**src/rename_pkg.sv**
```systemverilog
`default_nettype none

package rename_pkg;

  // register file sizes
  localparam int NUM_ARCH_REG = 16;
  localparam int NUM_PHYS_REG = 32;

  // index and counter widths
  localparam int ARCH_IDX_W = $clog2(NUM_ARCH_REG);
  localparam int PHYS_IDX_W = $clog2(NUM_PHYS_REG);
  localparam int FREE_CNT_W = PHYS_IDX_W + 1;

  // physical registers not bound to an architectural one at reset
  localparam int NUM_FREE_INIT = NUM_PHYS_REG - NUM_ARCH_REG;

  localparam int PC_W = 32;

  typedef logic [ARCH_IDX_W-1:0] arch_idx_t;
  typedef logic [PHYS_IDX_W-1:0] phys_idx_t;

  // op as it leaves the decoder
  typedef struct packed {
    logic [PC_W-1:0] pc;
    arch_idx_t       src1;
    arch_idx_t       src2;
    arch_idx_t       dest;
    logic            w_v;
    logic            is_branch;
  } decoded_uop_t;

  // op toward issue, all operands physical
  typedef struct packed {
    logic [PC_W-1:0] pc;
    phys_idx_t       psrc1;
    phys_idx_t       psrc2;
    phys_idx_t       pdest;
    logic            w_v;
    logic            is_branch;
  } renamed_uop_t;

  // reorder buffer entry, enough to commit or undo the rename
  typedef struct packed {
    logic [PC_W-1:0] pc;
    logic            w_v;
    logic            is_branch;
    arch_idx_t       arch_dest;
    phys_idx_t       alloc_preg;
    phys_idx_t       freed_preg;
  } rob_entry_t;

  // retiring op as seen by rename
  typedef struct packed {
    logic      w_v;
    arch_idx_t arch_dest;
    phys_idx_t alloc_preg;
    phys_idx_t freed_preg;
  } commit_t;

endpackage

`default_nettype wire

```
**src/rename_ctrl.sv**
```systemverilog
`timescale 1ns/1ps
`default_nettype none

module rename_ctrl
  (
    // decode side
    input  logic decoded_v_i,
    input  logic w_v_i,
    input  logic free_avail_i,

    // commit side
    input  logic commit_v_i,
    input  logic commit_w_v_i,
    input  logic mispredict_i,

    // downstream ready levels
    input  logic issue_ready_i,
    input  logic rob_ready_i,

    output logic decode_ready_o,
    output logic fire_o,
    output logic alloc_o,
    output logic commit_free_o,
    output logic rollback_o,
    output logic issue_hold_o,
    output logic rob_hold_o
  );

  logic rollback;
  logic decode_ready;
  logic fire;

  // a mispredicting commit flushes all speculative state
  assign rollback = commit_v_i & mispredict_i;

  // need a free register and room on both outputs, and no flush in progress
  assign decode_ready = free_avail_i & ~rollback & issue_ready_i & rob_ready_i;

  assign fire = decoded_v_i & decode_ready;

  assign decode_ready_o = decode_ready;
  assign fire_o         = fire;
  assign alloc_o        = fire & w_v_i;

  // committed state only moves on a plain retire
  assign commit_free_o  = commit_v_i & commit_w_v_i & ~rollback;
  assign rollback_o     = rollback;

  // each output stalls on its own consumer
  assign issue_hold_o   = ~issue_ready_i;
  assign rob_hold_o     = ~rob_ready_i;

endmodule

`default_nettype wire

```
**src/rename_map_table.sv**
```systemverilog
`timescale 1ns/1ps
`default_nettype none

module rename_map_table
  (
    input  logic                 clk_i,
    input  logic                 reset_i,

    // lookups for the op being renamed
    input  rename_pkg::arch_idx_t src1_i,
    input  rename_pkg::arch_idx_t src2_i,
    input  rename_pkg::arch_idx_t dest_i,

    // speculative destination update
    input  logic                 alloc_i,
    input  rename_pkg::phys_idx_t alloc_preg_i,

    // committed update and flush
    input  logic                 commit_free_i,
    input  rename_pkg::commit_t   commit_i,
    input  logic                 rollback_i,

    output rename_pkg::phys_idx_t psrc1_o,
    output rename_pkg::phys_idx_t psrc2_o,
    output rename_pkg::phys_idx_t prev_preg_o
  );

  import rename_pkg::*;

  phys_idx_t spec_map_q [NUM_ARCH_REG];
  phys_idx_t cmt_map_q [NUM_ARCH_REG];

  // lookups see the table as it stands before this edge
  assign psrc1_o     = spec_map_q[src1_i];
  assign psrc2_o     = spec_map_q[src2_i];
  assign prev_preg_o = spec_map_q[dest_i];

  // speculative table
  always_ff @(posedge clk_i)
  begin
    if (reset_i)
    begin
      for (int i = 0; i < NUM_ARCH_REG; i++)
      begin
        spec_map_q[i] <= PHYS_IDX_W'(i);
      end
    end
    else if (rollback_i)
    begin
      spec_map_q <= cmt_map_q;
    end
    else if (alloc_i)
    begin
      spec_map_q[dest_i] <= alloc_preg_i;
    end
  end

  // committed table, follows retirement order
  always_ff @(posedge clk_i)
  begin
    if (reset_i)
    begin
      for (int i = 0; i < NUM_ARCH_REG; i++)
      begin
        cmt_map_q[i] <= PHYS_IDX_W'(i);
      end
    end
    else if (commit_free_i)
    begin
      cmt_map_q[commit_i.arch_dest] <= commit_i.alloc_preg;
    end
  end

endmodule

`default_nettype wire

```
**src/rename_free_list.sv**
```systemverilog
`timescale 1ns/1ps
`default_nettype none

module rename_free_list
  (
    input  logic                 clk_i,
    input  logic                 reset_i,

    input  logic                 alloc_i,
    input  logic                 commit_free_i,
    input  rename_pkg::phys_idx_t freed_preg_i,
    input  logic                 rollback_i,

    output rename_pkg::phys_idx_t head_preg_o,
    output logic                 free_avail_o
  );

  import rename_pkg::*;

  // speculative side
  phys_idx_t             spec_fl_q [NUM_PHYS_REG];
  phys_idx_t             spec_rd_ptr_q;
  phys_idx_t             spec_wr_ptr_q;
  logic [FREE_CNT_W-1:0] spec_cnt_q;

  // committed side
  phys_idx_t             cmt_fl_q [NUM_PHYS_REG];
  phys_idx_t             cmt_rd_ptr_q;
  phys_idx_t             cmt_wr_ptr_q;

  assign head_preg_o  = spec_fl_q[spec_rd_ptr_q];
  assign free_avail_o = (spec_cnt_q != '0);

  always_ff @(posedge clk_i)
  begin
    if (reset_i)
    begin
      // slots 0..15 hold registers 16..31, the rest is unused
      for (int i = 0; i < NUM_PHYS_REG; i++)
      begin
        spec_fl_q[i] <= PHYS_IDX_W'(i + NUM_FREE_INIT);
      end
      spec_rd_ptr_q <= '0;
      spec_wr_ptr_q <= PHYS_IDX_W'(NUM_FREE_INIT);
      spec_cnt_q    <= FREE_CNT_W'(NUM_FREE_INIT);
    end
    else if (rollback_i)
    begin
      // committed list always holds exactly NUM_FREE_INIT entries
      spec_fl_q     <= cmt_fl_q;
      spec_rd_ptr_q <= cmt_rd_ptr_q;
      spec_wr_ptr_q <= cmt_wr_ptr_q;
      spec_cnt_q    <= FREE_CNT_W'(NUM_FREE_INIT);
    end
    else
    begin
      if (alloc_i)
      begin
        spec_rd_ptr_q <= spec_rd_ptr_q + 1'b1;
      end
      if (commit_free_i)
      begin
        spec_fl_q[spec_wr_ptr_q] <= freed_preg_i;
        spec_wr_ptr_q            <= spec_wr_ptr_q + 1'b1;
      end
      // alloc and free in one cycle cancel out
      spec_cnt_q <= spec_cnt_q + FREE_CNT_W'(commit_free_i) - FREE_CNT_W'(alloc_i);
    end
  end

  // committed list: each retire pops its own alloc and pushes the replaced reg
  always_ff @(posedge clk_i)
  begin
    if (reset_i)
    begin
      for (int i = 0; i < NUM_PHYS_REG; i++)
      begin
        cmt_fl_q[i] <= PHYS_IDX_W'(i + NUM_FREE_INIT);
      end
      cmt_rd_ptr_q <= '0;
      cmt_wr_ptr_q <= PHYS_IDX_W'(NUM_FREE_INIT);
    end
    else if (commit_free_i)
    begin
      cmt_fl_q[cmt_wr_ptr_q] <= freed_preg_i;
      cmt_wr_ptr_q           <= cmt_wr_ptr_q + 1'b1;
      cmt_rd_ptr_q           <= cmt_rd_ptr_q + 1'b1;
    end
  end

endmodule

`default_nettype wire

```
**src/rename_pipe_reg.sv**
```systemverilog
`timescale 1ns/1ps
`default_nettype none

module rename_pipe_reg
  #(
    parameter type payload_t = logic
  )
  (
    input  logic     clk_i,
    input  logic     reset_i,
    input  logic     load_i,
    input  logic     hold_i,
    input  payload_t data_i,
    output payload_t data_o,
    output logic     valid_o
  );

  payload_t data_q;
  logic     valid_q;

  always_ff @(posedge clk_i)
  begin
    if (!hold_i)
    begin
      data_q <= data_i;
    end
  end

  // consumer stalled, keep presenting the same entry
  always_ff @(posedge clk_i)
  begin
    if (reset_i)
    begin
      valid_q <= 1'b0;
    end
    else if (!hold_i)
    begin
      valid_q <= load_i;
    end
  end

  assign data_o  = data_q;
  assign valid_o = valid_q;

endmodule

`default_nettype wire

```
**src/rename_unit.sv**
```systemverilog
`timescale 1ns/1ps
`default_nettype none

module rename_unit
  (
    input  logic                     clk_i,
    input  logic                     reset_i,

    // decode side
    input  rename_pkg::decoded_uop_t decoded_i,
    input  logic                     decoded_v_i,
    output logic                     decode_ready_o,

    // issue side
    output rename_pkg::renamed_uop_t renamed_o,
    output logic                     renamed_v_o,
    input  logic                     issue_ready_i,

    // reorder buffer side
    output rename_pkg::rob_entry_t   rob_entry_o,
    output logic                     rob_entry_v_o,
    input  logic                     rob_ready_i,

    // commit side
    input  logic                     commit_v_i,
    input  rename_pkg::commit_t      commit_i,
    input  logic                     mispredict_i
  );

  import rename_pkg::*;

  logic         fire;
  logic         alloc;
  logic         commit_free;
  logic         rollback;
  logic         issue_hold;
  logic         rob_hold;
  logic         free_avail;
  phys_idx_t    psrc1;
  phys_idx_t    psrc2;
  phys_idx_t    prev_preg;
  phys_idx_t    head_preg;
  phys_idx_t    new_preg;
  renamed_uop_t renamed_d;
  rob_entry_t   rob_entry_d;

  rename_ctrl rename_ctrl_inst (
    .decoded_v_i    (decoded_v_i),
    .w_v_i          (decoded_i.w_v),
    .free_avail_i   (free_avail),
    .commit_v_i     (commit_v_i),
    .commit_w_v_i   (commit_i.w_v),
    .mispredict_i   (mispredict_i),
    .issue_ready_i  (issue_ready_i),
    .rob_ready_i    (rob_ready_i),
    .decode_ready_o (decode_ready_o),
    .fire_o         (fire),
    .alloc_o        (alloc),
    .commit_free_o  (commit_free),
    .rollback_o     (rollback),
    .issue_hold_o   (issue_hold),
    .rob_hold_o     (rob_hold)
  );

  rename_map_table rename_map_table_inst (
    .clk_i         (clk_i),
    .reset_i       (reset_i),
    .src1_i        (decoded_i.src1),
    .src2_i        (decoded_i.src2),
    .dest_i        (decoded_i.dest),
    .alloc_i       (alloc),
    .alloc_preg_i  (head_preg),
    .commit_free_i (commit_free),
    .commit_i      (commit_i),
    .rollback_i    (rollback),
    .psrc1_o       (psrc1),
    .psrc2_o       (psrc2),
    .prev_preg_o   (prev_preg)
  );

  rename_free_list rename_free_list_inst (
    .clk_i         (clk_i),
    .reset_i       (reset_i),
    .alloc_i       (alloc),
    .commit_free_i (commit_free),
    .freed_preg_i  (commit_i.freed_preg),
    .rollback_i    (rollback),
    .head_preg_o   (head_preg),
    .free_avail_o  (free_avail)
  );

  // non-writing ops carry no destination
  assign new_preg = decoded_i.w_v ? head_preg : '0;

  always_comb
  begin
    renamed_d.pc        = decoded_i.pc;
    renamed_d.psrc1     = psrc1;
    renamed_d.psrc2     = psrc2;
    renamed_d.pdest     = new_preg;
    renamed_d.w_v       = decoded_i.w_v;
    renamed_d.is_branch = decoded_i.is_branch;
  end

  always_comb
  begin
    rob_entry_d.pc         = decoded_i.pc;
    rob_entry_d.w_v        = decoded_i.w_v;
    rob_entry_d.is_branch  = decoded_i.is_branch;
    rob_entry_d.arch_dest  = decoded_i.dest;
    rob_entry_d.alloc_preg = new_preg;
    // register to release once this op retires
    rob_entry_d.freed_preg = prev_preg;
  end

  rename_pipe_reg #(
    .payload_t (renamed_uop_t)
  ) issue_reg_inst (
    .clk_i   (clk_i),
    .reset_i (reset_i),
    .load_i  (fire),
    .hold_i  (issue_hold),
    .data_i  (renamed_d),
    .data_o  (renamed_o),
    .valid_o (renamed_v_o)
  );

  rename_pipe_reg #(
    .payload_t (rob_entry_t)
  ) rob_reg_inst (
    .clk_i   (clk_i),
    .reset_i (reset_i),
    .load_i  (fire),
    .hold_i  (rob_hold),
    .data_i  (rob_entry_d),
    .data_o  (rob_entry_o),
    .valid_o (rob_entry_v_o)
  );

endmodule

`default_nettype wire

```
**config.mk**
```make
export PLATFORM = sky130hd
export DESIGN_NAME = rename_unit
export DESIGN_NICKNAME = d
export VERILOG_FILES = /design/src/rename_pkg.sv /design/src/rename_ctrl.sv /design/src/rename_map_table.sv /design/src/rename_free_list.sv /design/src/rename_pipe_reg.sv /design/src/rename_unit.sv
export SDC_FILE = /design/constraint.sdc
export NUM_CORES = 1
export LEC_CHECK = 0
export BUFFER_PORTS_ARGS = -buffer_cell sky130_fd_sc_hd__buf_2
export CELL_PAD_IN_SITES_DETAIL_PLACEMENT = 1
export CELL_PAD_IN_SITES_GLOBAL_PLACEMENT = 2
export CORE_AREA = 2 2 336 338
export CTS_CLUSTER_DIAMETER = 100
export DETAILED_ROUTE_END_ITERATION = 16
export DIE_AREA = 0 0 338 340
export PLACE_DENSITY = 0.64
export SLEW_MARGIN = 40
export SYNTH_ARGS = -nofsm -noshare
export SYNTH_HDL_FRONTEND = slang
export SYNTH_HIERARCHICAL = 1
export SYNTH_SLANG_ARGS = --single-unit
```
**constraint.sdc**
```tcl
create_clock -name clk_i -period 3.5 [get_ports clk_i]
set_input_delay 0.35 -clock clk_i [delete_from_list [all_inputs] [get_ports clk_i]]
set_output_delay 0.35 -clock clk_i [all_outputs]
set_load 0.01 [all_outputs]
```
==> results.ini <==
[layout]
fillCellCount = 12580
num_antenna_cells = 0
areaGrowthSynthToFinish_pct = 19.11
post_route_cells_drive_above_1_share_pct = 17.43
net_count_of_the_finished_layout = 2942
layout.core_utilization_pct = 29.57
finish.instance_area_um2 = 32990

[global_routing]
grt_pass1_vias = 22020
grt_overflow = 0
wire_length_of_the_first_global_routing_pass_um = 146100
track_usage_pct = 16.58
grt_start_max_net_pins = 171
grt_antenna_before_repair = 2

[clocking]
root_buffer = clkbuf_16
cts_buffer_depth = 3
tritoncts = done
numCtsBuffers = 74
h-tree-depth = 3
cts.reportedPaths.clkPinSlew_ps = 60
clock-sinks = 605
postCtsSetupBuffers = 0
clock_latency_reported_for_the_late_side_of_the_worst_skew_pair_ps = 660

[route]
avgRoutedWirePerCell_um = 22.09
route.detailed.drc = 0
detail_route.first_pass.iterations = 6
dr.first_iter.drc_count = 1978
routed_wirelength_um = 97500
detail-route-antenna-nets = 0
viasPerCell = 4.992
route.vias.total = 22030

[timing]
setup_viol = 0
finalCriticalPeriod_ps = 3215
max_slew.worst_pin.slew_ps = 858.0
final-max-slew-violation-count = 0
max_slew_margin_pct = 42.80
fin_tns_setup_ps = 0
unrepaired_setup_endpoints_after_global_routing = no
timing.fmax_mhz = 311.1
post_route_skew_ps = 43.28
timing_hold_violations_final = 0
finalCritPeriodShare_pct = 91.85

[setup_path]
crit_path_max_fanout = 16
timing.critical_path.slowest_cell_delay_ps = 650
critPathLaunchType = flip-flop
arrival_ps = 3810
required_ps = 4090
worstPathCellList = buf_12 > nand3_1 > buf_4 > o22ai_1 > a211oi_1 > a21oi_1 > nand3b_1 > nor3b_1 > a222oi_1 > nor2_1
endpoint_kind = flip-flop
critical_path.slowest_cell = a21oi_1
timing.setup.critical_path_class = flip-flop to flip-flop

[placement]
post_dp_cell_area_um2 = 30140
weighted_congestion_at_the_end_of_routability_driven_global_placement = 0.8171
place.port_buffers = 167
place.detailed.hpwl_um = 64010

[synthesis]
postSynth.topFlopCell = dfxtp_1
synthesis.instances = 2751
synth.cell_area_um2 = 27700
synth-edff-count = 97
syn_nets = 2838
asyncSetResetFlopFracSynth_pct = 0
yosysWarningCount = 6
synth.ff_latch_count = 605
syn_area_cell_um2 = 10.07
seq_area_frac_synth_pct = 47.23
number_of_different_library_cells_in_the_post_synthesis_netlist = 61

[die]
fp.dieH_um = 340
rows = 123
die_w_um = 338
initial_standard_cell_utilization_of_the_core_pct = 24.83
die_area_um2 = 114900
placeable_core_area_um2 = 111600
floorplan.io_pins = 168

[power]
power.leakage_nw = 12.62
worst_ir_drop_vdd_v = 0.0003151
power_density_nw_per_um2 = 506.4

[worst_hold_path]
hold_path.class = input pin to flip-flop

[job]
max_cap_viol_count = 0

[outcome]
run_status = finished clean

[Yosys cell counts, types with 19 or more instances]
cell type  number  area [um2]
a211o_1        39       341.6
a211oi_1      203        1524
a21oi_1        40       200.2
a222oi_1       48       480.5
a22oi_1        25       187.7
and2_1         19       118.9
and3_1        148       925.9
buf_2          56       280.3
clkbuf_1      169       634.4
dfxtp_1       508       10170
edfxtp_1       97        2913
inv_1          24       90.09
mux2i_1       161        1612
mux4_2         89        2004
nand2_1       108       405.4
nand3_1        58       290.3
nor2_1        277        1040
nor2b_1       215        1345
nor3_1        121       605.6
o21ai_0       105       525.5
o21bai_1       39       292.8
[path summary, 6_finish.rpt]
path / depth (start not counted) / start / end / slack (ps)
worst max-delay path: 10 / rename_free_list_inst/spec_rd_ptr_q[1] / rename_map_table_inst/spec_map_q[25] / 290
worst min register to register: 2 / rename_free_list_inst/cmt_fl_q[142] / rename_free_list_inst/cmt_fl_q[142] / 460
worst min-delay path: 1 / decoded_i[4] / rob_reg_inst/data_o[12] / 80
worst max register to register: 10 / rename_free_list_inst/spec_rd_ptr_q[1] / rename_map_table_inst/spec_map_q[25] / 290
[sequential cells by signal (all words and copies together), names as in the netlist, 6 cells and up]
name	cells
rename_free_list_inst/spec_cnt_q	6
rename_free_list_inst/spec_fl_q	160
rob_reg_inst/data_o	48
rename_map_table_inst/spec_map_q	80
issue_reg_inst/data_o	49
rename_map_table_inst/cmt_map_q	80
rename_free_list_inst/cmt_fl_q	160
[report_power, final]
group	leakage (nW)	internal [W]	switching [W]	total, W
combinational	6.31	0.000478	0.000828	0.00131
sequential	5.08	0.00727	0.000136	0.00741
clock	1.23	0.00475	0.00325	0.00800
total	12.6	0.0125	0.00421	0.0167
[kinds of logic (layout without fill, tap and decap cells)]
| group | Yosys count | in the layout | share of synthesized area, % |
|---|---|---|---|
| AOI/OAI and AO/OA | 552 | 552 | 14.24 |
| adders and majority gates | 19 | 19 | 0.8854 |
| and+or+nand+nor | 1028 | 1028 | 19.58 |
| buffers and inverters | 279 | 442 | 4.251 |
| muxes | 253 | 253 | 13.34 |
| xor gates and xnor gates | 15 | 15 | 0.4743 |
| DFF | 605 | 605 | 47.23 |
[layout make-up]
class,count,area (um2),share of cell area [%]
clock inverters,28,416.7,1.263
clock buffers,107,2108,6.390
inverters,25,98.84,0.2996
repair buffers,282,1949,5.908
well taps,1500,1877,5.688
flip-flops and latches,605,13090,39.66
multi-input cells,1867,13460,40.79
[repair_timing]
item	CTS	global route
endpoints found under the hold margin	66	0
gates resized for setup	0	0
hold buffers	33	0
[stage by stage]
step	hold WS, ps	instances	total power [W]	setup slack (ps)
6_report	76.58	4414	0.01671	285.3
5_1_grt	36.19	4414	0.01739	115.6
4_1_cts	19.47	4414	0.01701	291.8
3_5_place_dp	450.8	4246	0.008840	298.0
3_3_place_gp	445.1	4245	0.008825	409.1
2_1_floorplan	422.4	2751	0.008283	705.2
[routing by layer]
metal	wire length (um)	track usage, %
met2	42770	25.41
met1	46870	23.75
met3	5810	2.894
met5	0	0
met4	2054	4.750
[critical path, delay by kind of cell, from the launching register on]
family / cells / cell delay [ps]
and+or+nand+nor: 4 / 1170
DFF: 1 / 470
AOI/OAI and AO/OA: 4 / 1100
buffers and inverters: 2 / 420
[placed cells by master (no fill, tap or decap), drive strengths merged, types with 5 or more instances in the layout]
| cell | Yosys | final |
|---|---|---|
| dfxtp | 508 | 508 |
| nor2 | 288 | 288 |
| buf | 85 | 249 |
| nor2b | 215 | 215 |
| a211oi | 203 | 203 |
| mux2i | 161 | 161 |
| and3 | 148 | 148 |
| nor3 | 123 | 123 |
| o21ai | 114 | 114 |
| nand2 | 108 | 108 |
| clkbuf | 169 | 107 |
| edfxtp | 97 | 97 |
| mux4 | 92 | 92 |
| nand3 | 70 | 70 |
| a222oi | 48 | 48 |
| a211o | 42 | 42 |
| a21oi | 40 | 40 |
| o21bai | 39 | 39 |
| dlygate4sd3 | 0 | 33 |
| inv | 24 | 28 |
| a22oi | 25 | 25 |
| and2 | 21 | 21 |
| ha | 18 | 18 |
| clkinv | 1 | 16 |
| a21boi | 15 | 15 |
| nor3b | 13 | 13 |
| nand3b | 10 | 10 |
| xnor2 | 10 | 10 |
| nand4 | 9 | 9 |
| bufinv | 0 | 7 |
| a21o | 6 | 6 |
| o221ai | 5 | 5 |
| and3b | 5 | 5 |
| xor2 | 5 | 5 |
(Power assumes the default switching activity.)
